File: src/ualink_settings.svh
/*
 * bridge-wide constants: stream widths, queue count and depth,
 * burst memory geometry and the command opcodes
 */
`ifndef UALINK_SETTINGS_SVH
`define UALINK_SETTINGS_SVH

// stream widths
`define UALINK_DATA_WIDTH        64
`define UALINK_USER_WIDTH        32

// receive side
`define UALINK_NUM_QUEUES        5
`define UALINK_QUEUE_DEPTH_BITS  4     // 16 entries per queue

// burst memory and commands
`define UALINK_MEM_ADDR_WIDTH    8
`define UALINK_BURST_BEATS       8     // payload beats after the header
`define UALINK_OP_WRITE          16'h0245
`define UALINK_OP_READ           16'h0145

`endif

File: src/hdl/ualink_pkg.sv
/*
 * shared types: stream beat, queue index, memory request, command mode
 */
`include "ualink_settings.svh"

package ualink_pkg;

   // one AXI-Stream beat as it travels through the bridge
   typedef struct packed {
      logic [`UALINK_DATA_WIDTH-1:0]   data;
      logic [`UALINK_DATA_WIDTH/8-1:0] strb;
      logic [`UALINK_USER_WIDTH-1:0]   user;
      logic                            last;
   } axis_beat_t;

   typedef logic [$clog2(`UALINK_NUM_QUEUES)-1:0] queue_sel_t;

   // single port request into the burst memory
   typedef struct packed {
      logic                              en;
      logic                              we;
      logic [`UALINK_MEM_ADDR_WIDTH-1:0] addr;
      logic [`UALINK_DATA_WIDTH-1:0]     wdata;
   } mem_req_t;

   typedef enum logic [1:0] {CMD_PASS, CMD_WRITE, CMD_READ} cmd_mode_t;

endpackage

File: src/hdl/queue_arbiter.sv
/*
 * round-robin selection of one receive queue at packet boundaries,
 * per-queue pop lines and the selected head beat
 */
`include "ualink_settings.svh"

module queue_arbiter (
   input  logic                                              axi_aclk,
   input  logic                                              axi_resetn,
   input  ualink_pkg::axis_beat_t [`UALINK_NUM_QUEUES-1:0]   head,
   input  logic [`UALINK_NUM_QUEUES-1:0]                     empty,
   input  logic                                              load_ready,
   output logic [`UALINK_NUM_QUEUES-1:0]                     rd_en,
   output logic                                              pop,
   output ualink_pkg::axis_beat_t                            beat
);

   localparam int NQ = `UALINK_NUM_QUEUES;

   ualink_pkg::queue_sel_t cur_queue;    // last granted queue
   ualink_pkg::queue_sel_t next_queue;   // round-robin candidate
   ualink_pkg::queue_sel_t sel;
   logic                   in_packet;

   // first non-empty queue after cur_queue, wrapping
   // scan runs backwards so the nearest one wins
   always_comb begin
      int idx;
      next_queue = cur_queue;
      for (int k = NQ; k >= 1; k--) begin
         idx = int'(cur_queue) + k;
         if (idx >= NQ) idx = idx - NQ;
         if (!empty[idx]) next_queue = ualink_pkg::queue_sel_t'(idx);
      end
   end

   assign sel  = in_packet ? cur_queue : next_queue;   // grant held mid-packet
   assign pop  = !empty[sel] && load_ready;
   assign beat = head[sel];

   always_comb begin
      rd_en      = '0;
      rd_en[sel] = pop;
   end

   always_ff @(posedge axi_aclk) begin
      if (!axi_resetn) begin
         cur_queue <= ualink_pkg::queue_sel_t'(NQ - 1);   // queue 0 goes first
         in_packet <= 1'b0;
      end else if (pop) begin
         cur_queue <= sel;
         in_packet <= !beat.last;
      end
   end

endmodule

File: config.mk
export PLATFORM = sky130hd
export DESIGN_NAME = queue_arbiter
export DESIGN_NICKNAME = d
export VERILOG_FILES = /design/src/hdl/ualink_pkg.sv /design/src/hdl/queue_arbiter.sv
export VERILOG_INCLUDE_DIRS = /design/src
export SDC_FILE = /design/constraint.sdc
export NUM_CORES = 1
export LEC_CHECK = 0
export ABC_AREA = 1
export BUFFER_PORTS_ARGS = -buffer_cell sky130_fd_sc_hd__buf_2
export CAP_MARGIN = 20
export CORE_AREA = 2 2 250 252
export CTS_CLUSTER_DIAMETER = 200
export DETAILED_ROUTE_END_ITERATION = 8
export DIE_AREA = 0 0 252 254
export MAX_ROUTING_LAYER = met4
export PLACE_DENSITY = 0.3
export SYNTH_ARGS = -nofsm -noshare
export SYNTH_HDL_FRONTEND = slang
export SYNTH_SLANG_ARGS = --single-unit
File: constraint.sdc
create_clock -name axi_aclk -period 6.98 [get_ports axi_aclk]
set_clock_uncertainty 0.1 [all_clocks]
set_input_delay 1.047 -clock axi_aclk [delete_from_list [all_inputs] [get_ports axi_aclk]]
set_output_delay 1.047 -clock axi_aclk [all_outputs]
set_load 0.005 [all_outputs]
==> out/summary.txt <==
DR WL/cell = 18.7 um
CP most frequent cell = inv_1
CTS tree = yes
number of flops mapped to enable cells by yosys = 0
post-synth top area share = 18.2%
Overflow after GRT = 0
number of global-route vias before repair = 9411
post-synthesis sequential element count = 4
CP peak stage delay = 0.56 ns
I/O pin cnt = 644
share of layout cells above drive strength 1 = 45.5%
reg2reg path depth = 23
Final Max Tran Viols = 0
total length of routed wires = 43600 um
antenna violation net count after detailed routing = 0
Slew HR = 53.9%
Crit Path Max Fanout = 111
Die Ht = 254 um
slowest cell on the critical path = dfxtp_1
largest net degree at the start of global routing = 112
DRC violation count after routing = 0
Die W = 252 um
min-delay src = in_packet$_SDFFE_PN0P_
GPL Wtd Cong = 0.858
Yosys warnings = 0
NumNets Final = 2083
Initial DRC Count = 664
CP arrival = 4.82 ns
Worst setup EP type = output port
# setup viols final = 0
Area Overhead vs Synth = 80.6%
fill cell count = 7304
core box area = 61300 um2
Max Cap Violations = 0
Hold WS = 0.508 ns
area leader, netlist = o221ai_1
GRT busiest layer = met2
final core occ = 14.7%
root buf cell = clkbuf_16
CP Launch Type = flip-flop
# hold bufs at CTS = 0
main area contributors after synthesis = o221ai_1, o21ai_0, nor2_1
Finished Cell Area = 9030 um2
Detail Placement HPWL = 36400 um
die area = 64000 um2
Unique masters post-synth = 37
Post-Synthesis Cells = 952
hold path depth = 2
worst skew pair latency = 0.22 ns
setup bufs post-CTS = 0
vias per cell = 4.09
prevailing post-synth register cell = dfxtp_1
Site Rows = 91
global-route usage over all layers = 12.7%
Hold Fails Final Rpt = 0
initial antenna violation count = 18
# clock sinks = 4
DR vias = 9546
buffers and inverters on the worst path = 6
CTS Buf Count = 3
total iterations of the first detailed-routing run = 5
htree depth = 1
CP cell instances = inv_1 > ha_1 > inv_1 > nand3_1 > inv_1 > nand2_1 > nand2_1 > o21ai_0 > inv_1 > nand2_1 > a21oi_1 > nor2_1 > nand2_4 > nand2_8 > buf_12 > o21ai_0 > o221ai_1 > buf_2
global-route wire length before repair = 60400 um
Worst Tran Pin Value = 0.691 ns
CTS Buffer Depth = 2
Seq/Total Area, Yosys = 1.60%
Worst Setup SP = cur_queue[1]$_SDFFE_PN0P_
CTS clock-pin slew for the worst setup and hold paths = 0.03 ns
GR Layer Usage met1 = 14.6%
GR Util met3 = 2.20%
cell family with most CP delay = buffers and inverters
fin crit period = 5.97 ns
syn_area_per_cell = 5.26 um2
GR Util met2 = 23.1%
Reg-to-Reg Start = cur_queue[1]$_SDFFE_PN0P_
Hold Crit Class = flip-flop to flip-flop
post-synthesis cell area = 5000 um2
top post-synthesis cells by count = nor2_1, nand2_1, o21ai_0, o221ai_1, o21ai_1
Critical Path RT = 5.83 ns
initial core utilization = 8.17%
Achievable Freq = 0.167 GHz
critical setup path kind = flip-flop to output port
placed cell area = 8940 um2
TNS Setup = 0 ns
post-CTS sizing = 0
ys async rst share = 0%
final period utilization = 85.5%
Syn Nets = 1497
most common cell in the netlist = nor2_1
I/O Buffers = 643
run status = finished clean
unrepaired setup endpoints after global routing = false
WP depth = 18
[tightest hold or removal path, delay by kind of cell, from the launching register on]
| family | cells | cell delay, ns |
|---|---|---|
| flops | 1 | 0.38 |
| simple gates | 2 | 0.18 |
[cells in the final DEF, fill, tap and decap left out, types with 9 or more instances in the layout]
cell / instances
buf_2: 643
o21ai_0: 181
nand3_1: 34
buf_4: 16
diode_2: 9
o221ai_1: 104
nor2_1: 230
o21ai_1: 37
nand2_1: 184
ha_1: 12
inv_1: 28
[cell families (layout without fill, tap and decap cells)]
group / after synthesis / in the layout / synth area share (%)
AO/OA/AOI/OAI: 343 / 343 / 43.4
flip-flops: 4 / 4 / 1.60
buffers and inverters: 119 / 703 / 12.9
adder cells (fa/ha/maj): 12 / 12 / 3.00
other: 0 / 9 / 0
AND/OR/NAND/NOR: 469 / 469 / 37.9
XOR/XNOR: 5 / 5 / 1.18
[registers in the layout (all words and copies together), names as in the netlist]
| name | count |
|---|---|
| in_packet | 1 |
| cur_queue | 3 |
[stage by stage]
stage / worst slack (ns) / cells
detailed placement: 1.28 / 2323
finish: 1.01 / 2335
floorplan: 2.84 / 952
CTS: 1.05 / 2326
global route: 0.600 / 2334
global placement: 1.32 / 2323
[path summary, 6_finish.rpt]
path / endpoint / slack, ns
worst max-delay path: beat[2] / 1.01
worst min-delay path: in_packet$_SDFFE_PN0P_ / 0.51
worst max register to register: cur_queue[0]$_SDFFE_PN0P_ / 2.60
worst min register to register: in_packet$_SDFFE_PN0P_ / 0.51
[cell type report]
| type | count | area (um2) | share of cell area [%] |
|---|---|---|---|
| Antenna cell | 9 | 22.5 | 0.249 |
| Clock buffer | 3 | 75.1 | 0.831 |
| Inverter | 36 | 145 | 1.61 |
| Multi-Input combinational cell | 829 | 4290 | 47.4 |
| Sequential cell | 4 | 80.1 | 0.886 |
| Tap cell | 790 | 988 | 10.9 |
| Timing Repair Buffer | 664 | 3440 | 38.1 |
[routing by layer]
metal,part of all wire (%),vias up,wire (um)
met2,51,546,22300
met5,0,-,0
met3,7.5,42,3260
met4,1.8,0,798
li1,-,4542,-
met1,40,4416,17200
Power is not shown: default switching activity piles up to over one toggle a cycle in this logic, so the estimate is an artifact.
