==> src/ualink_settings.svh <==
/*
 * bridge-wide constants: stream widths, queue count and depth,
 * burst memory geometry and the command opcodes
 */
`ifndef UALINK_SETTINGS_SVH
`define UALINK_SETTINGS_SVH

// stream widths
`define UALINK_DATA_WIDTH        64
`define UALINK_USER_WIDTH        32

// receive side
`define UALINK_NUM_QUEUES        5
`define UALINK_QUEUE_DEPTH_BITS  4     // 16 entries per queue

// burst memory and commands
`define UALINK_MEM_ADDR_WIDTH    8
`define UALINK_BURST_BEATS       8     // payload beats after the header
`define UALINK_OP_WRITE          16'h0245
`define UALINK_OP_READ           16'h0145

`endif

==> src/hdl/ualink_pkg.sv <==
/*
 * shared types: stream beat, queue index, memory request, command mode
 */
`include "ualink_settings.svh"

package ualink_pkg;

   // one AXI-Stream beat as it travels through the bridge
   typedef struct packed {
      logic [`UALINK_DATA_WIDTH-1:0]   data;
      logic [`UALINK_DATA_WIDTH/8-1:0] strb;
      logic [`UALINK_USER_WIDTH-1:0]   user;
      logic                            last;
   } axis_beat_t;

   typedef logic [$clog2(`UALINK_NUM_QUEUES)-1:0] queue_sel_t;

   // single port request into the burst memory
   typedef struct packed {
      logic                              en;
      logic                              we;
      logic [`UALINK_MEM_ADDR_WIDTH-1:0] addr;
      logic [`UALINK_DATA_WIDTH-1:0]     wdata;
   } mem_req_t;

   typedef enum logic [1:0] {CMD_PASS, CMD_WRITE, CMD_READ} cmd_mode_t;

endpackage

==> src/hdl/command_engine.sv <==
/*
 * header decode of write/read commands, beat counting within a packet,
 * burst memory requests and the read-data substitute flag
 */
`include "ualink_settings.svh"

module command_engine (
   input  logic                   axi_aclk,
   input  logic                   axi_resetn,
   input  logic                   pop,
   input  ualink_pkg::axis_beat_t beat,
   output ualink_pkg::mem_req_t   mem_req,
   output logic                   substitute
);

   localparam int AW      = `UALINK_MEM_ADDR_WIDTH;
   localparam int CNT_MAX = `UALINK_BURST_BEATS + 1;   // saturates past the burst

   logic [$clog2(CNT_MAX+1)-1:0] beat_cnt;    // 0 is the header beat
   logic [AW-1:0]                base_addr;
   ualink_pkg::cmd_mode_t        mode;
   ualink_pkg::cmd_mode_t        hdr_mode;
   logic                         is_header;
   logic                         in_burst;

   assign is_header = (beat_cnt == '0);
   assign in_burst  = !is_header && (beat_cnt <= `UALINK_BURST_BEATS);

   // opcode lives in the top 16 bits of the header
   always_comb begin
      case (beat.data[63:48])
         `UALINK_OP_WRITE: hdr_mode = ualink_pkg::CMD_WRITE;
         `UALINK_OP_READ:  hdr_mode = ualink_pkg::CMD_READ;
         default:          hdr_mode = ualink_pkg::CMD_PASS;
      endcase
   end

   always_ff @(posedge axi_aclk) begin
      if (!axi_resetn) begin
         beat_cnt <= '0;
         mode     <= ualink_pkg::CMD_PASS;
      end else if (pop) begin
         if (beat.last) beat_cnt <= '0;
         else if (beat_cnt != CNT_MAX) beat_cnt <= beat_cnt + 1'b1;
         if (is_header) mode <= hdr_mode;
      end
   end

   always_ff @(posedge axi_aclk) begin
      if (pop && is_header) base_addr <= beat.data[47:40];   // burst start address
   end

   // request in the cycle of pop; en follows pop so rdata holds under stall
   always_comb begin
      mem_req.en    = pop;
      mem_req.we    = pop && in_burst && (mode == ualink_pkg::CMD_WRITE);
      mem_req.addr  = base_addr + AW'(beat_cnt) - 1'b1;   // wraps modulo 256
      mem_req.wdata = beat.data;
   end

   assign substitute = in_burst && (mode == ualink_pkg::CMD_READ);

endmodule

==> config.mk <==
export PLATFORM = sky130hd
export DESIGN_NAME = command_engine
export DESIGN_NICKNAME = d
export VERILOG_FILES = /design/src/hdl/ualink_pkg.sv /design/src/hdl/command_engine.sv
export VERILOG_INCLUDE_DIRS = /design/src
export SDC_FILE = /design/constraint.sdc
export NUM_CORES = 1
export LEC_CHECK = 0
export BUFFER_PORTS_ARGS = -buffer_cell sky130_fd_sc_hd__buf_2
export CORE_MARGIN = 3
export CORE_UTILIZATION = 25
export DETAILED_ROUTE_END_ITERATION = 10
export MAX_ROUTING_LAYER = met4
export PLACE_DENSITY = 0.78
export SYNTH_ARGS = -nofsm -noshare
export SYNTH_HDL_FRONTEND = slang
export SYNTH_SLANG_ARGS = --single-unit
==> constraint.sdc <==
create_clock -name axi_aclk -period 2.3 [get_ports axi_aclk]
set_clock_uncertainty 0.15 [all_clocks]
set_input_delay 0.23 -clock axi_aclk [delete_from_list [all_inputs] [get_ports axi_aclk]]
set_output_delay 0.23 -clock axi_aclk [all_outputs]
set_load 0.02 [all_outputs]
==> results.sh <==
export IMPL_run_status="complete, but fails checks"
export IMPL_violations="setup timing"
export IMPL_layout_setup_ws_ns=-0.216
export IMPL_synth_edff_count=8
export IMPL_synth_ff_type="edfxtp_1"
export IMPL_placed_area_sq_mm=0.00145
export IMPL_setup_worst_path_class="reg2out"
export IMPL_grt_pass1_wl_microns=4890
export IMPL_critPathCaptureType="output port"
export IMPL_dp_cells=245
export IMPL_ys_types=34
export IMPL_ir_drop_mv=0.244
export IMPL_clockBufferDepth=2
export IMPL_arrival_ns=2.14
export IMPL_fin_crit_sh_pct=109
export IMPL_postSynthAreaPerCell_sq_um=8.72
export IMPL_power_density_mw_per_mm2=544
export IMPL_crit_required_ns=1.92
export IMPL_p_clk_share_pct=22.9
export IMPL_clock_latency_ns=0.24
export IMPL_rows=27
export IMPL_fin_cells=251
export IMPL_drive_gt1_share_pct=55.3
export IMPL_grt_pass1_vias=1078
export IMPL_clkTransAtPathRegs_ns=0.05
export IMPL_p_switching_uw=307
export IMPL_synthTopCellsByArea="buf_4, edfxtp_1, ha_1"
export IMPL_fp_coreArea_sq_mm=0.00561
export IMPL_maxCapViolations=0
export IMPL_async_reset_ff_share_pct=0
export IMPL_cts_hold_fix_buffers=0
export IMPL_postSynthCellCount=170
export IMPL_dieArea_sq_mm=0.00689
export IMPL_crit_path_start_kind="flip-flop"
export IMPL_rsz0062_at_grt="true"
export IMPL_port_buffers=62
export IMPL_switching_share_pct=34.6
export IMPL_internal_power_uw=581
export IMPL_place_gp_congestion=0.854
export IMPL_worst_pin_slew_ns=0.285
export IMPL_drt_wl_total_microns=2890
export IMPL_drt_iter0_markers=12
export IMPL_slew_violations=0
export IMPL_antenna_found_initial=0
export IMPL_place_hpwl_microns=2330
export IMPL_min_path_type="in2reg"
export IMPL_final_util_pct=29.1
export IMPL_pwr_share_seq_pct=32.4
export IMPL_vias_per_cell=4.07
export IMPL_dieHeight_microns=83.0
export IMPL_hold_violations=0
export IMPL_min_period_ns=2.52
export IMPL_ant_nets=0
export IMPL_route_detailed_drc=0
export IMPL_cts_made_buffers=3
export IMPL_vias=1021
export IMPL_grt_max_degree=10
export IMPL_grt_util_all_layers_pct=8.72
export IMPL_dr_pass1_iters=4
export IMPL_io_pins=183
export IMPL_yosysSeqAreaShare_pct=24.3
export IMPL_htreeDepth=1
export IMPL_wl_per_cell_microns=11.5
export IMPL_fin_nets=302
export IMPL_synth_top_area_share_pct=32.9
export IMPL_cts_sinks=14
export IMPL_p_comb_share_pct=44.7
export IMPL_maxSlewHeadroom_pct=81.0
export IMPL_cts_tree="yes"
export IMPL_detailedPlace_worstSlack_ns=-0.0541
export IMPL_syn_nets=292
export IMPL_max_freq_mhz=397
export IMPL_synth_top_cell_by_area="buf_4"
export IMPL_initial_core_util_pct=26.4
export IMPL_antenna_cells=0
export IMPL_grt_ovfl_total=0
export IMPL_path_max_fanout=3
export IMPL_synth_seq_cells=14
export IMPL_synthesis_area_sq_mm=0.00148
export IMPL_setup_viol=4
export IMPL_final_design_area_no_fill_sq_mm=0.00163
export IMPL_yosysWarnings=0
export IMPL_synthToLayoutAreaGrowth_pct=10.0
export IMPL_die_x_microns=83.0
export IMPL_p_leak_uw=0.000767
export IMPL_cts_root_buf="clkbuf_8"
metrics by stage:
stage / TNS [ns] / hold slack [ns] / power [uW]
after floorplan: -0.00967 / 0.179 / 628
after global placement: 0 / 0.270 / 610
after detailed placement: -0.117 / 0.270 / 617
after CTS: -0.645 / 0.0203 / 872
after global routing: -1.27 / 0.0161 / 952
final: -0.553 / 0.0264 / 888
worst max-delay path, cell delays in order, from the launching register on:
cell      delay [ns]
edfxtp_1        0.38
inv_2           0.09
ha_4            0.20
inv_4           0.06
ha_4            0.13
inv_2           0.03
fa_2            0.36
nor2b_4         0.16
o31ai_4         0.07
a21oi_1         0.14
o211ai_1        0.10
buf_4           0.17
sequential cells by signal, indices dropped and copies added (netlist names):
signal     count
beat_cnt       4
mode           2
base_addr      8
what timing repair did:
action | CTS | global route
buffers inserted | 2 | 1
cloned | 0 | 0
resized for setup | 22 | 10
endpoints found under the setup margin | 6 | 6
pin swaps | 12 | 9
routing by layer:
| layer | track usage, % | wire length [microns] | vias up | part of all wire (%) |
|---|---|---|---|---|
| li1 | - | - | 506 | - |
| met1 | 8.78 | 1070 | 443 | 37 |
| met2 | 15.7 | 1520 | 64 | 52 |
| met3 | 2.58 | 266 | 8 | 9.2 |
| met4 | 3.42 | 43 | 0 | 1.5 |
| met5 | - | 0 | - | 0 |
final cells by class:
type / instances / area (sq um)
Multi-Input combinational cell: 69 / 658
Tap cell: 72 / 90.1
Clock buffer: 4 / 45.0
Sequential cell: 14 / 363
Fill cell: 605 / 3980
Inverter: 22 / 85.1
Timing Repair Buffer: 70 / 390
placed cells by master, fill, tap and decap left out, types with 3 or more instances in the layout:
master    instances
clkbuf_8          3
a21oi_1           3
nand3_1           5
dfxtp_1           4
ha_1              8
inv_1            13
buf_4            11
inv_2             8
nor2_1            4
buf_2            57
xnor2_1           6
edfxtp_1          8
ha_4              5
nand2_1           6
o21ai_1           3
path summary, 6_finish.rpt:
kind / from / end / slack (ns) / cells past startpoint
hold reg to reg: mode[0] / mode[0] / 0.32 / 2
setup reg to reg: beat_cnt[0] / mode[0] / 0.58 / 8
hold / removal: beat[87] / base_addr[6] / 0.03 / 1
setup / recovery: base_addr[1] / mem_req[71] / -0.22 / 11
cells in the mapped netlist (all sizes together), types with 2 or more instances:
| library cell | number |
|---|---|
| xnor2 | 7 |
| nand2 | 6 |
| buf | 65 |
| edfxtp | 8 |
| o21ai | 5 |
| inv | 22 |
| nor3 | 2 |
| nor4 | 2 |
| nand4 | 2 |
| nor2 | 4 |
| nand2b | 2 |
| ha | 13 |
| dfxtp | 6 |
| a21oi | 4 |
| nor2b | 2 |
| nand3 | 5 |
power groups by stage:
stage / registers, uW / clock network (uW) / logic (uW)
final: 288 / 203 / 397
after global routing: 290 / 224 / 438
after CTS: 288 / 210 / 374
after detailed placement: 292 / 0 / 325
after global placement: 291 / 0 / 318
after floorplan: 291 / 0 / 337
cell families (layout without fill, tap and decap cells):
| logic type | after synthesis | in the layout | share of synthesized area [%] |
|---|---|---|---|
| buffers and inverters | 87 | 96 | 38.5 |
| and+or+nand+nor | 31 | 31 | 13.6 |
| AOI/OAI and AO/OA | 16 | 16 | 6.58 |
| adders and majority gates | 14 | 14 | 12.3 |
| DFF | 14 | 14 | 24.3 |
| xor gates and xnor gates | 8 | 8 | 4.73 |
Note: power is estimated with default switching activity, not from simulation.
