`config.mk`:
```
export PLATFORM = sky130hd
export DESIGN_NAME = rx_queue
export DESIGN_NICKNAME = d
export VERILOG_FILES = /design/src/hdl/rx_queue.sv
export SDC_FILE = /design/constraint.sdc
export NUM_CORES = 1
export LEC_CHECK = 0
export BUFFER_PORTS_ARGS = -buffer_cell sky130_fd_sc_hd__buf_2
export CAP_MARGIN = 20
export CORE_ASPECT_RATIO = 1.1
export CORE_UTILIZATION = 44
export DETAILED_ROUTE_END_ITERATION = 10
export PLACE_DENSITY_LB_ADDON = 0.25
export SKIP_CTS_REPAIR_TIMING = 1
export SYNTH_ARGS = -nofsm -noshare
export SYNTH_HDL_FRONTEND = slang
export SYNTH_SLANG_ARGS = --single-unit
export TNS_END_PERCENT = 10
```
`constraint.sdc`:
```
create_clock -name axi_aclk -period 3 [get_ports axi_aclk]
set_clock_uncertainty 0.15 [all_clocks]
set_input_delay 0.3 -clock axi_aclk [delete_from_list [all_inputs] [get_ports axi_aclk]]
set_output_delay 0.3 -clock axi_aclk [all_outputs]
set_load 0.005 [all_outputs]
```
`src/hdl/rx_queue.sv`:
```
/*
 * fall-through receive FIFO, head entry always visible on dout
 * nearly_full one entry before full, payload type is a parameter
 */
module rx_queue #(
   parameter type T          = logic,
   parameter int  DEPTH_BITS = 4
) (
   input  logic axi_aclk,
   input  logic axi_resetn,
   input  T     din,
   input  logic wr_en,
   input  logic rd_en,
   output T     dout,
   output logic empty,
   output logic nearly_full
);

   localparam int DEPTH = 1 << DEPTH_BITS;

   T                      mem [DEPTH];
   logic [DEPTH_BITS-1:0] wr_ptr;
   logic [DEPTH_BITS-1:0] rd_ptr;
   logic [DEPTH_BITS:0]   count;    // one extra bit to hold DEPTH
   logic                  do_wr;
   logic                  do_rd;

   assign do_wr = wr_en && !nearly_full;   // writes while nearly full are dropped
   assign do_rd = rd_en && !empty;

   always_ff @(posedge axi_aclk) begin
      if (do_wr) mem[wr_ptr] <= din;
   end

   always_ff @(posedge axi_aclk) begin
      if (!axi_resetn) begin
         wr_ptr <= '0;
         rd_ptr <= '0;
         count  <= '0;
      end else begin
         if (do_wr) wr_ptr <= wr_ptr + 1'b1;
         if (do_rd) rd_ptr <= rd_ptr + 1'b1;
         case ({do_wr, do_rd})
            2'b10:   count <= count + 1'b1;
            2'b01:   count <= count - 1'b1;
            default: count <= count;
         endcase
      end
   end

   assign dout        = mem[rd_ptr];    // fall through
   assign empty       = (count == '0);
   assign nearly_full = (count >= DEPTH - 1);

endmodule

```
==> results_dict.tcl, run 1 <==
set metrics [dict create \
    final_cell_area_um2 1830 \
    p_leak_nw 0.673 \
    htreeDepth 2 \
    dpl.hpwl_mm 2.04 \
    core_area_um2 3440 \
    synth_top_area_cell "edfxtp_1" \
    finalSetupViolCount 0 \
    dp_slack_ps 125 \
    hold_end "mem[0]$_DFFE_PP_" \
    diodes 0 \
    synth_top_area_share_pct 29.2 \
    area_growth_syn_to_layout_pct 11.0 \
    synth_edf_count 16 \
    cts_tree "yes" \
    regArea_um2 821 \
    r2r_slack_ps 160 \
    die_area_um2 3990 \
    dpl_cell_area_um2 1770 \
    worstMarginPinSlew_ps 305 \
    ys_top_cells_by_area "edfxtp_1 29%, dfxtp_1 21%, ha_1 6.8%, mux4_2 6.8%, xnor2_1 3.7%" \
    io_buffer_count 7 \
    min_delay_path_depth 1 \
    yosysWarnings 0 \
    maxCapViolCount 0 \
    hp-class "in2reg" \
    ys_ff_latch 33 \
    final_net_count 174 \
    stdcell_count 209 \
    synthAdderAreaFrac_pct 6.85 \
    rsz0062_at_grt "no" \
    syn-num-nets 159 \
    crit_arrival_ps 2970 \
    yosysMostFrequentCell "dfxtp_1" \
    crit_path_max_fanout 3 \
    path_cells "or4_4 -> o21ai_4 -> inv_1 -> ha_2 -> xor2_1 -> ha_1 -> a21oi_2 -> a221oi_1 -> or4b_2 -> nand4_1" \
    cp_slowest_cell "or4b_2" \
    final_core_util_pct 53.1 \
    fp.dieW_um 60.3 \
    first_pass_iters 4 \
    synthSimpleGateAreaFrac_pct 20.5 \
    slew_headroom_pct 79.7 \
    cts_made_buffers 5 \
    min_from "din" \
    finalCritPeriodShare_pct 94.5 \
    grt_overflow 0 \
    grt_max_degree 21 \
    gp_congestion 0.780 \
    worst_path_largest_cell_delay_ps 610 \
    synth_top_family_by_area "simple AND/OR/NAND/NOR gates" \
    multiInputGateArea_um2 768 \
    powerDensity_nw_per_um2 734 \
    root_buffer "clkbuf_4" \
    ys_async_sr_fraction_pct 0 \
    syn_area_per_cell_um2 11.3 \
    finalPower_mw 1.34 \
    via_count 1101 \
    status "completed" \
    layout_min_cycle_time_ps 2840 \
    reg2reg_depth 10 \
    hold_ws_ps 176 \
    drv_slew 0 \
    synth_cell_types 36 \
    routedWlPerCell_um 13.4 \
    via_per_inst 5.27 \
    ys_seq_area_share_pct 49.9 \
    clk_latency_ps 340 \
    grt_first_pass_wirelength_mm 4.80 \
    drc 0 \
    synth_commonest_cells "17 x dfxtp_1, 16 x edfxtp_1, 14 x nor2_1" \
    drt-initial-drc-count 30 \
    die_h_um 66.1 \
    synthFlopType "dfxtp_1" \
    reg2reg_from "count[1]$_SDFFE_PN0P_" \
    antenna_found_initial 0 \
    cts_sinks 33 \
    max_freq_mhz 353 \
    rows 22 \
    synth_compound_area_share_pct 6.62 \
    hold_viol 0 \
    clockBufferDepth 2 \
    synth_xor_area_share_pct 4.26 \
    timing.rr.end "count[4]$_SDFFE_PN0P_" \
    synthMuxAreaShare_pct 8.07 \
    first_global_vias 1095 \
    critical_path_class "reg2reg" \
    wl_mm 2.80 \
    required_ps 3140 \
    grtUsageTotal_pct 17.0 \
    clkSlewWorstSetupHoldPaths_ps 100 \
    max-vdd-ir-drop_mv 0.344 \
    start_kind "register" \
    finalWorstSetupSlack_ps 164 \
    dp.cells 201 \
    crit_path_end_kind "register" \
    drive_gt1_share_pct 21.1 \
    ios 8 \
    nFillCells 323 \
    drtAntennaViolNets 0 \
    syn_area_um2 1640 \
    finalSetupTns_ps 0 \
    initial_core_util_pct 47.8 \
    synthCells 145 \
]
[cell families (layout without fill, tap and decap cells)]
| group | Yosys count | after routing |
|---|---|---|
| flip-flops | 33 | 33 |
| AND/OR/NAND/NOR | 60 | 60 |
| multiplexers | 7 | 7 |
| XOR/XNOR | 8 | 8 |
| buffers and inverters | 14 | 30 |
| adder cells (fa/ha/maj) | 9 | 9 |
| AO/OA/AOI/OAI | 14 | 14 |
[per-layer routing]
layer / GRT usage (%) / routed length, µm / up-vias
li1: - / - / 547
met1: 18.7 / 1270 / 526
met2: 27.7 / 1320 / 18
met3: 6.07 / 95 / 10
met4: 9.59 / 102 / 0
met5: 0 / 0 / -
[layout by cell type, fill, tap and decap left out, types with 2 or more instances in the layout]
cell      instances
a21boi_0          2
and2_1            8
buf_2             7
buf_4             9
clkbuf_4          5
clkinv_2          2
dfxtp_1          17
edfxtp_1         16
ha_1              8
inv_1             6
mux2i_1           2
mux4_2            5
nand2_1           7
nand2b_1          2
nand3_1           7
nand4_1           3
nand4b_1          2
nor2_1           14
nor2b_1           2
nor3_1            5
nor3b_1           3
o211ai_1          2
o21a_1            4
xnor2_1           7
[power breakdown]
group          internal (mW)  switching [mW]  leakage (nW)
sequential             0.524          0.0515         0.283
combinational          0.271           0.257         0.358
clock                 0.0891           0.148        0.0320
total                  0.884           0.457         0.673
[how the worst max path moves through the flow]
stage	startpoint	endpoint	slack [ps]	cells after the start
global route	count[1]$_SDFFE_PN0P_	count[4]$_SDFFE_PN0P_	40	10
detailed placement	count[2]$_SDFFE_PN0P_	count[4]$_SDFFE_PN0P_	130	10
global placement	count[1]$_SDFFE_PN0P_	count[4]$_SDFFE_PN0P_	210	10
CTS	count[2]$_SDFFE_PN0P_	count[4]$_SDFFE_PN0P_	100	10
floorplan	count[1]$_SDFFE_PN0P_	count[4]$_SDFFE_PN0P_	40	11
finish	count[1]$_SDFFE_PN0P_	count[4]$_SDFFE_PN0P_	160	10
[critical path: cells and delay by family (launching register included)]
kind | cells | cell delay, ps
and+or+nand+nor | 3 | 1260
adders and majority gates | 2 | 410
AOI/OAI and AO/OA | 3 | 400
DFF | 1 | 330
xor gates and xnor gates | 1 | 150
buffers and inverters | 1 | 90
[final cells by class]
cell class / count / share of cell area (%)
Clock buffer: 6 / 2.26
Clock inverter: 2 / 0.548
Multi-Input combinational cell: 98 / 42.1
Tap cell: 48 / 3.29
Sequential cell: 33 / 45.0
Timing Repair Buffer: 16 / 5.62
Inverter: 6 / 1.23
Note: power is estimated with default switching activity, not from simulation.
==> run 2: changes to the inputs <==
==> constraint.sdc (replaced) <==
create_clock -name axi_aclk -period 3.7 [get_ports axi_aclk]
set_clock_uncertainty 0.15 [all_clocks]
set_input_delay 0.37 -clock axi_aclk [delete_from_list [all_inputs] [get_ports axi_aclk]]
set_output_delay 0.37 -clock axi_aclk [all_outputs]
set_load 0.005 [all_outputs]
==> results_dict.tcl, run 2 (synthesis results as in run 1) <==
set metrics [dict create \
    grt_max_degree 21 \
    clockBufferDepth 2 \
    drt-initial-drc-count 36 \
    crit_arrival_ps 3360 \
    core_area_um2 3440 \
    htreeDepth 2 \
    dpl.hpwl_mm 2.06 \
    fp.dieW_um 60.3 \
    wl_mm 2.81 \
    dpl_cell_area_um2 1710 \
    crit_path_end_kind "register" \
    status "completed" \
    grt_first_pass_wirelength_mm 4.94 \
    hold_viol 0 \
    critical_path_class "reg2reg" \
    first_pass_iters 4 \
    max_freq_mhz 310 \
    cts_made_buffers 5 \
    via_per_inst 5.31 \
    finalSetupTns_ps 0 \
    final_cell_area_um2 1780 \
    layout_min_cycle_time_ps 3230 \
    dp_slack_ps 495 \
    ios 8 \
    grt_overflow 0 \
    hp-class "in2reg" \
    root_buffer "clkbuf_4" \
    finalCritPeriodShare_pct 87.2 \
    final_net_count 166 \
    die_area_um2 3990 \
    grtUsageTotal_pct 17.6 \
    powerDensity_nw_per_um2 603 \
    finalWorstSetupSlack_ps 474 \
    clkSlewWorstSetupHoldPaths_ps 100 \
    first_global_vias 1071 \
    drive_gt1_share_pct 16.3 \
    maxCapViolCount 0 \
    cp_slowest_cell "or4b_2" \
    start_kind "register" \
    worst_path_largest_cell_delay_ps 620 \
    slew_headroom_pct 72.2 \
    cpMostUsedCell "ha_1" \
    drtAntennaViolNets 0 \
    max-vdd-ir-drop_mv 0.276 \
    clk_latency_ps 340 \
    required_ps 3830 \
    diodes 0 \
    routedWlPerCell_um 14.0 \
    p_leak_nw 0.645 \
    finalSetupViolCount 0 \
    r2r_slack_ps 470 \
    area_growth_syn_to_layout_pct 8.14 \
    path_cells "or4_4 -> o21ai_4 -> inv_1 -> ha_1 -> xor2_1 -> ha_1 -> a21oi_1 -> a221oi_1 -> or4b_2 -> nand4_1" \
    io_buffer_count 7 \
    cts_tree "yes" \
    cts_sinks 33 \
    via_count 1067 \
    worstMarginPinSlew_ps 412 \
    final_common_cell "dfxtp_1" \
    hold_ws_ps 252 \
    drc 0 \
    antenna_found_initial 0 \
    die_h_um 66.1 \
    mostFrequentLayoutCells "17 x dfxtp_1, 16 x edfxtp_1, 14 x nor2_1, 9 x ha_1, 8 x and2_1" \
    critPathTopFamily "simple AND/OR/NAND/NOR gates" \
    gp_congestion 0.744 \
    rsz0062_at_grt "no" \
    crit_path_max_fanout 9 \
    path_buf_inv 1 \
    drv_slew 0 \
    rows 22 \
    final_core_util_pct 51.7 \
    initial_core_util_pct 47.8 \
]
run 2: power breakdown:
| group | internal, mW | switching, mW | leakage, nW |
|---|---|---|---|
| logic | 0.180 | 0.184 | 0.320 |
| registers | 0.425 | 0.0541 | 0.283 |
| clock network | 0.110 | 0.120 | 0.0413 |
| total | 0.715 | 0.358 | 0.645 |
run 2: layout make-up:
class,instances,area [µm²]
Fill cell,326,1660
Sequential cell,33,821
Multi-Input combinational cell,98,762
Clock buffer,7,65.1
Tap cell,48,60.1
Timing Repair Buffer,8,42.5
Inverter,6,22.5
Clock inverter,1,5.00
run 2: per-stage QoR:
| step | power [mW] | cells |
|---|---|---|
| 2_1_floorplan | 0.765 | 145 |
| 3_3_place_gp | 0.838 | 193 |
| 3_5_place_dp | 0.852 | 193 |
| 4_1_cts | 1.08 | 201 |
| 5_1_grt | 1.16 | 201 |
| 6_report | 1.07 | 201 |
run 2: worst paths after layout:
check	from	cells after the start	end
min	din	1	mem[13]$_DFFE_PP_
max	count[1]$_SDFFE_PN0P_	10	count[4]$_SDFFE_PN0P_
max reg2reg	count[1]$_SDFFE_PN0P_	10	count[4]$_SDFFE_PN0P_
min reg2reg	wr_ptr[1]$_SDFFE_PN0P_	2	wr_ptr[1]$_SDFFE_PN0P_
run 2: metal layers:
layer	vias to the layer above	share of wire (%)	track usage, %
met2	15	49	28.4
li1	535	-	-
met5	-	0	0
met3	6	3.3	5.87
met4	0	1.8	7.85
met1	511	46	20.8
run 2: worst reg2reg max path: cells and delay by family, from the launching register on:
kind / cells / cell delay, ps
xor+xnor: 1 / 170
flops: 1 / 400
simple gates: 3 / 1290
compound gates: 3 / 560
buf+inv: 1 / 100
fa+ha+maj: 2 / 490
