<file path="src/ualink_settings.svh">
/*
 * bridge-wide constants: stream widths, queue count and depth,
 * burst memory geometry and the command opcodes
 */
`ifndef UALINK_SETTINGS_SVH
`define UALINK_SETTINGS_SVH

// stream widths
`define UALINK_DATA_WIDTH        64
`define UALINK_USER_WIDTH        32

// receive side
`define UALINK_NUM_QUEUES        5
`define UALINK_QUEUE_DEPTH_BITS  4     // 16 entries per queue

// burst memory and commands
`define UALINK_MEM_ADDR_WIDTH    8
`define UALINK_BURST_BEATS       8     // payload beats after the header
`define UALINK_OP_WRITE          16'h0245
`define UALINK_OP_READ           16'h0145

`endif

</file>
<file path="src/hdl/ualink_pkg.sv">
/*
 * shared types: stream beat, queue index, memory request, command mode
 */
`include "ualink_settings.svh"

package ualink_pkg;

   // one AXI-Stream beat as it travels through the bridge
   typedef struct packed {
      logic [`UALINK_DATA_WIDTH-1:0]   data;
      logic [`UALINK_DATA_WIDTH/8-1:0] strb;
      logic [`UALINK_USER_WIDTH-1:0]   user;
      logic                            last;
   } axis_beat_t;

   typedef logic [$clog2(`UALINK_NUM_QUEUES)-1:0] queue_sel_t;

   // single port request into the burst memory
   typedef struct packed {
      logic                              en;
      logic                              we;
      logic [`UALINK_MEM_ADDR_WIDTH-1:0] addr;
      logic [`UALINK_DATA_WIDTH-1:0]     wdata;
   } mem_req_t;

   typedef enum logic [1:0] {CMD_PASS, CMD_WRITE, CMD_READ} cmd_mode_t;

endpackage

</file>
<file path="src/hdl/tx_stage.sv">
/*
 * one-entry output register slice on the transmit stream,
 * swaps in memory read data for flagged beats
 */
`include "ualink_settings.svh"

module tx_stage (
   input  logic                          axi_aclk,
   input  logic                          axi_resetn,
   input  logic                          pop,
   input  ualink_pkg::axis_beat_t        beat,
   input  logic                          substitute,
   input  logic [`UALINK_DATA_WIDTH-1:0] rdata,
   output logic                          load_ready,
   output ualink_pkg::axis_beat_t        m_axis,
   output logic                          m_axis_tvalid,
   input  logic                          m_axis_tready
);

   ualink_pkg::axis_beat_t beat_q;
   logic                   sub_q;
   logic                   valid_q;

   assign load_ready = !valid_q || m_axis_tready;   // empty or draining this cycle

   always_ff @(posedge axi_aclk) begin
      if (!axi_resetn) valid_q <= 1'b0;
      else if (pop) valid_q <= 1'b1;
      else if (m_axis_tready) valid_q <= 1'b0;
   end

   always_ff @(posedge axi_aclk) begin
      if (pop) begin
         beat_q <= beat;
         sub_q  <= substitute;
      end
   end

   // rdata lands with the beat it replaces
   always_comb begin
      m_axis = beat_q;
      if (sub_q) m_axis.data = rdata;
   end

   assign m_axis_tvalid = valid_q;

endmodule

</file>
<file path="config.mk">
export PLATFORM = sky130hd
export DESIGN_NAME = tx_stage
export DESIGN_NICKNAME = d
export VERILOG_FILES = /design/src/hdl/ualink_pkg.sv /design/src/hdl/tx_stage.sv
export VERILOG_INCLUDE_DIRS = /design/src
export SDC_FILE = /design/constraint.sdc
export NUM_CORES = 1
export LEC_CHECK = 0
export BUFFER_PORTS_ARGS = -buffer_cell sky130_fd_sc_hd__buf_2
export CORE_ASPECT_RATIO = 0.5
export CORE_MARGIN = 2
export CORE_UTILIZATION = 39
export DETAILED_ROUTE_END_ITERATION = 8
export GPL_TIMING_DRIVEN = 0
export PLACE_DENSITY = 0.75
export REMOVE_ABC_BUFFERS = 1
export SYNTH_ARGS = -nofsm -noshare
export SYNTH_HDL_FRONTEND = slang
export SYNTH_SLANG_ARGS = --single-unit
</file>
<file path="constraint.sdc">
create_clock -name axi_aclk -period 1.2 [get_ports axi_aclk]
set_input_delay 0.18 -clock axi_aclk [delete_from_list [all_inputs] [get_ports axi_aclk]]
set_output_delay 0.18 -clock axi_aclk [all_outputs]
set_load 0.01 [all_outputs]
</file>
==> reports/qor.csv, run 1 <==
stage;metric;value;unit
clock_network;CTS H-tree lvls;3;
global_routing;first-pass GRT wire length;17000;µm
clock_network;clock buffer depth;2;
layout;proportion of layout cells with a drive suffix above 1;70.8;%
routing;final WL;12500;µm
synth;Synth area leaders;edfxtp_1 (69%), mux2_4 (20%), buf_4 (6.7%);
routing;vias post-DR;3022;
power;Peak VDD IR;609;µV
synth;Syn Inst Count;222;
power;part of the power in the clock network;30.4;%
timing;Layout Skew;0;ns
die;Core ar.;0.0112;mm²
synth;Post-Synth XOR/XNOR Area;0;%
die;Die Ht;80.8;µm
layout;most frequent cells in the layout;buf_2 (218), edfxtp_1 (106), buf_6 (67);
layout;most common cell after layout, fill and taps aside;buf_2;
min_path;Worst Hold Class;in -> reg;
placed_design;placed insts;618;
global_routing;M2 GR Usage;35.3;%
power;Logic pwr share;21.0;%
die;Rows;27;
clock_network;CTS tree;built;
layout;final core utilization;63.4;%
setup_path;CP required;1.02;ns
die;Die Wd;158;µm
timing;Slew Viols, Final;0;
synth;post-synthesis simple-gate area fraction;0.136;%
routing;DRC errors left;0;
timing;Final Hold Fails;0;
timing;worst slew pin tran;0.812;ns
die;io pins;281;
synth;compound-cell area share of the yosys netlist;0.163;%
placed_design;DPL Wire Length;8930;µm
placed_design;RePlAce Congestion;0.750;
outcome;status;finished with violations;
timing;RSZ-0062 raised after global routing;true;
routing;post-detailed-route wirelength per cell;18.3;µm
timing;max_slew headroom;45.9;%
timing;Setup-failing EPs final;64;
setup_path;CP Capture Type;primary output;
setup_path;Max Fanout on Critical Path;8;
die;initial core utilization;40.9;%
clock_network;Num CTS Buffers;9;
clock_network;clock latency at the later pin of the worst-skew pair;0.34;ns
layout;P&R area growth vs syn;54.8;%
synth;mux share of post-synthesis cell area;20.5;%
synth;Warnings, synthesis;0;
power;Internal Dissipation;0.00708;W
power;Flop pwr share;48.7;%
global_routing;largest net degree at the start of global routing;62;
routing;Antenna Nets Post-Route;0;
synth;combinational family with the most area after synthesis;multiplexers;
layout;Ant. Diodes;0;
setup_path;Setup CP Type;reg -> out;
clock_network;# clock sinks;107;
placed_design;DP Worst Slack;-0.829;ns
layout;final layout net count;696;
synth;top-area cell type share of the netlist area;69.1;%
synth;leading area contributor after synthesis;edfxtp_1;
clock_network;Root Buffer;clkbuf_16;
timing;fin crit period;1.75;ns
die;die footprint;0.0127;mm²
synth;Synth Cell Area;0.00461;mm²
global_routing;Most Crowded Layer GR;met2;
timing;Fmax;570;MHz
synth;post-synthesis sequential area ratio;69.5;%
routing;DR pass1 iterations;4;
placed_design;IO buf count;280;
setup_path;startpoint types;register;
run;max-cap viol count;0;
layout;FILL cells;858;
global_routing;vias in the first global route;3132;
routing;Vias/cell;4.41;
global_routing;Global Route met3 Usage;5.50;%
synth;synth unique cells;10;
power;leak pwr;3.25;nW
layout;post-route insts no fill;686;
timing;Final Worst Setup Slack;-0.554;ns
synth;Synth Area in Adders;0;%
synth;Mean Syn Cell Area;20.7;µm²
power;sw frac;23.9;%
clock_network;Reg clk slew, reported paths;0.07;ns
global_routing;GRT Residual Overflow;0;
power;Psw;0.00222;W
routing;detailed router's first-iteration violation count;123;
synth;FF+latch count, synth;107;
global_routing;number of antenna violations at the first check in global routing;0;
power;pwr/cell area;1300;mW/mm²
timing;post-route clock period utilization;146;%
outcome;failing checks;negative setup slack;
global_routing;GR Util All Layers;18.7;%
global_routing;met1 Usage GRT;20.6;%
setup_path;CP arrival;1.57;ns
final timing paths:
kind / startpoint / end / slack [ns] / cells past startpoint
max: sub_q / m_axis[83] / -0.55 / 4
min: beat[97] / beat_q[97] / 0.01 / 1
max reg2reg: m_axis_tvalid / m_axis_tvalid / 0.49 / 2
min reg2reg: m_axis_tvalid / m_axis_tvalid / 0.56 / 2
power groups by stage:
stage	combinational [W]	sequential (W)	clock [W]
after floorplan	0.000561	0.00471	0
after global placement	0.00134	0.00469	0
after detailed placement	0.00145	0.00463	0
after CTS	0.00189	0.00453	0.00290
after global routing	0.00205	0.00455	0.00304
final	0.00195	0.00453	0.00283
cells in the mapped netlist, drive strengths merged:
| cell | number |
|---|---|
| a21boi | 1 |
| buf | 48 |
| dfxtp | 1 |
| edfxtp | 106 |
| inv | 1 |
| mux2 | 64 |
| nand2b | 1 |
timing repair:
action,in CTS,in global routing
gates resized for setup,61,13
endpoints found under the setup margin,64,64
pin swaps,0,0
cloned,1,0
hold buffers,36,7
endpoints found under the hold margin,36,7
buffers inserted,8,0
state kept, by name, indices dropped and copies added, names as in the netlist:
signal         flops
m_axis            41
m_axis_tvalid      1
sub_q              1
beat_q            64
per-layer routing:
| layer | vias up | part of all wire, % |
|---|---|---|
| met1 | 1507 | 37 |
| met5 | - | 0 |
| met2 | 91 | 56 |
| li1 | 1397 | - |
| met3 | 27 | 4.2 |
| met4 | 0 | 2.4 |
metrics by stage:
step / power, W / hold WS (ns) / setup TNS [ns] / instance area, µm²
after floorplan: 0.00527 / 0.279 / -114.09 / 4170
after global placement: 0.00602 / 0.357 / -282.87 / 5770
after detailed placement: 0.00608 / 0.358 / -56.95 / 5910
after CTS: 0.00932 / 0.000169 / -36.45 / 7010
after global routing: 0.00964 / 0.000156 / -36.57 / 7130
final: 0.00930 / 0.0121 / -33.15 / 7130
final cells by class:
type                            count  area [µm²]  area share [%]
Clock buffer                        9         225            3.16
Clock inverter                      7        60.1           0.842
Inverter                            1        3.75          0.0526
Multi-Input combinational cell     66         967            13.6
Sequential cell                   107        3200            44.9
Tap cell                          159         199            2.79
Timing Repair Buffer              337        2470            34.7
cell families after synthesis:
| kind of cell | Yosys count |
|---|---|
| buffers and inverters | 49 |
| AND/OR/NAND/NOR | 1 |
| multiplexers | 64 |
| flip-flops | 107 |
| AO/OA/AOI/OAI | 1 |
critical path: stages (launching register included):
cell	delay, ns
edfxtp_1	0.43
clkbuf_16	0.21
buf_16	0.15
mux2_4	0.31
buf_6	0.13
Note: power is estimated with default switching activity, not from simulation.
==> run 2: changes to the inputs <==
Settings changed: CTS_BUF_LIST set to sky130_fd_sc_hd__clkbuf_8, CTS_CLUSTER_SIZE set to 25.
==> run 2 against run 1 <==
Against the previous run:
- the flow still finishes with violations (negative setup slack)
- die area is the same
- cell count grew 9.3%
- via count grew 8.6%
- critical path depth is the same
- largest power group unchanged
==> reports/qor.csv, run 2 (synthesis results as in run 1) <==
stage;metric;value;unit;change
setup_path;CP Capture Type;primary output;;
placed_design;RePlAce Congestion;0.750;;unchanged
routing;DR pass1 iterations;4;;unchanged
clock_network;Root Buffer;clkbuf_8;;
timing;RSZ-0062 raised after global routing;true;;
outcome;status;finished with violations;;
clock_network;clock latency at the later pin of the worst-skew pair;0.36;ns;+0.02 ns
min_path;HP Start;axi_resetn;;
clock_network;Reg clk slew, reported paths;0.10;ns;+0.03 ns
placed_design;DPL Wire Length;8930;µm;unchanged
layout;max reg flops;64;;unchanged
power;pwr/cell area;1140;mW/mm²;-13%
timing;worst slew pin tran;0.814;ns;+0.00260 ns
power;Psw;0.00215;W;-2.9%
setup_path;Worst R2R Path Depth;2;;unchanged
setup_path;startpoint types;register;;
global_routing;vias in the first global route;3533;;+13%
min_path;WHS Endpoint;m_axis_tvalid;;
routing;DRC errors left;0;;unchanged
die;Core ar.;0.0112;mm²;unchanged
layout;proportion of layout cells with a drive suffix above 1;63.2;%;-7.6 points
routing;Antenna Nets Post-Route;0;;unchanged
global_routing;first-pass GRT wire length;19100;µm;+12%
die;initial core utilization;40.9;%;unchanged
timing;Layout Skew;0;ns;unchanged
global_routing;met1 Usage GRT;22.2;%;+1.6 points
timing;max_slew headroom;45.7;%;-0.17 points
timing;post-route clock period utilization;149;%;+2.8 points
timing;Setup-failing EPs final;64;;unchanged
global_routing;largest net degree at the start of global routing;62;;unchanged
setup_path;Setup CP Type;reg -> out;;
setup_path;r2r setup slk;0.44;ns;-0.05 ns
placed_design;IO buf count;280;;unchanged
placed_design;DP Worst Slack;-0.829;ns;unchanged
layout;P&R area growth vs syn;66.4;%;
clock_network;CTS tree;built;;
die;Rows;27;;unchanged
min_path;hold depth;2;;+1
run;max-cap viol count;0;;unchanged
placed_design;placed insts;618;;unchanged
clock_network;Num CTS Buffers;9;;unchanged
clock_network;clock buffer depth;2;;unchanged
layout;most common cell after layout, fill and taps aside;buf_2;;
global_routing;M2 GR Usage;41.0;%;+5.7 points
power;Peak VDD IR;569;µV;-6.5%
power;leak pwr;3.46;nW;+6.7%
timing;Fmax;560;MHz;-1.9%
routing;vias post-DR;3283;;+8.6%
routing;Vias/cell;4.38;;-0.63%
setup_path;CP required;1.02;ns;about the same
die;die footprint;0.0127;mm²;unchanged
global_routing;GRT Residual Overflow;0;;unchanged
layout;area occupied by multi-input gates;967;µm²;unchanged
global_routing;Global Route met3 Usage;4.06;%;-1.4 points
die;Die Ht;80.8;µm;unchanged
clock_network;CTS H-tree lvls;3;;unchanged
power;Internal Dissipation;0.00656;W;-7.3%
layout;post-route insts no fill;750;;+9.3%
setup_path;CP arrival;1.61;ns;+0.04 ns
setup_path;Worst R2R Start;m_axis_tvalid;;
min_path;Worst Hold Class;in -> reg;;
global_routing;GR Util All Layers;20.8;%;+2.0 points
layout;FILL cells;804;;-6.3%
power;Flop pwr share;52.0;%;+3.3 points
outcome;failing checks;negative setup slack;;
layout;most frequent cells in the layout;buf_2 (218), edfxtp_1 (106), dlygate4sd3_1 (106);;
die;io pins;281;;unchanged
setup_path;reg2reg end;m_axis_tvalid;;
power;part of the power in the clock network;23.7;%;-6.7 points
layout;final layout net count;759;;+9.1%
layout;Sequential cell area;0.00320;mm²;unchanged
setup_path;Max Fanout on Critical Path;8;;unchanged
timing;Final Worst Setup Slack;-0.587;ns;-0.0332 ns
timing;fin crit period;1.79;ns;+0.0332 ns
routing;final WL;13600;µm;+8.1%
power;sw frac;24.7;%;+0.85 points
routing;post-detailed-route wirelength per cell;18.1;µm;-1.1%
global_routing;number of antenna violations at the first check in global routing;0;;unchanged
timing;Slew Viols, Final;0;;unchanged
routing;detailed router's first-iteration violation count;142;;+15%
clock_network;# clock sinks;107;;unchanged
timing;Final Hold Fails;0;;unchanged
layout;Top reg by flops;beat_q;;
global_routing;Most Crowded Layer GR;met2;;
power;Logic pwr share;24.4;%;+3.4 points
die;Die Wd;158;µm;unchanged
==> run 2: cell types whose count changed in the layout (fill, tap and decap cells not counted), sizes merged <==
| cell | delta |
|---|---|
| diode | +1 |
| dlygate4sd3 | +63 |
==> run 2: layout make-up <==
type	count	area share, %
Clock inverter	7	0.784
Tap cell	159	2.60
Inverter	1	0.0490
Clock buffer	9	1.62
Sequential cell	107	41.8
Timing Repair Buffer	400	40.5
Multi-Input combinational cell	66	12.6
Antenna cell	1	0.0327
==> run 2: power groups by stage <==
| stage | Sequential, W | Clock (W) | Combinational (W) |
|---|---|---|---|
| 2_1_floorplan | 0.00471 | 0 | 0.000561 |
| 5_1_grt | 0.00456 | 0.00227 | 0.00223 |
| 6_report | 0.00453 | 0.00206 | 0.00212 |
| 4_1_cts | 0.00453 | 0.00217 | 0.00207 |
| 3_3_place_gp | 0.00469 | 0 | 0.00134 |
| 3_5_place_dp | 0.00463 | 0 | 0.00145 |
==> run 2: layer usage <==
metal,wire length (µm),vias up
li1,-,1525
met1,4840,1608
met2,7860,121
met3,506,29
met4,349,0
met5,0,-
==> run 2: how the worst max path moves through the flow <==
| stage | startpoint | endpoint | slack, ns | cells after the start |
|---|---|---|---|---|
| after global routing | sub_q | m_axis[71] | -0.65 | 4 |
| final | sub_q | m_axis[99] | -0.59 | 4 |
| after CTS | sub_q | m_axis[47] | -0.64 | 4 |
| after floorplan | sub_q | m_axis[102] | -1.83 | 1 |
| after detailed placement | sub_q | m_axis[99] | -0.83 | 4 |
| after global placement | sub_q | m_axis[104] | -2.65 | 2 |
==> run 2: what timing repair did <==
action | 4_1_cts | 5_1_grt
buffers inserted | 8 | 0
gates cloned | 1 | 0
hold buffers | 106 | 0
gates resized for setup | 61 | 13
endpoints found under the setup margin | 64 | 64
endpoints found under the hold margin | 106 | 0
==> run 2: metrics by stage <==
stage	hold WS [ns]	power, W	util (%)	setup TNS [ns]	cell area, µm²
2_1_floorplan	0.279	0.00527	-	-114.09	4170
6_report	0.117	0.00872	68.1	-34.90	7660
4_1_cts	0.0679	0.00876	67.6	-38.95	7610
5_1_grt	0.0833	0.00906	68.1	-39.56	7660
3_3_place_gp	0.357	0.00602	51.3	-282.87	5770
3_5_place_dp	0.358	0.00608	52.5	-56.95	5910
==> run 2: worst max-delay path: stages (launching register included) <==
cell	delay [ns]
edfxtp_1	0.44
clkbuf_16	0.21
buf_16	0.15
mux2_4	0.31
buf_6	0.13
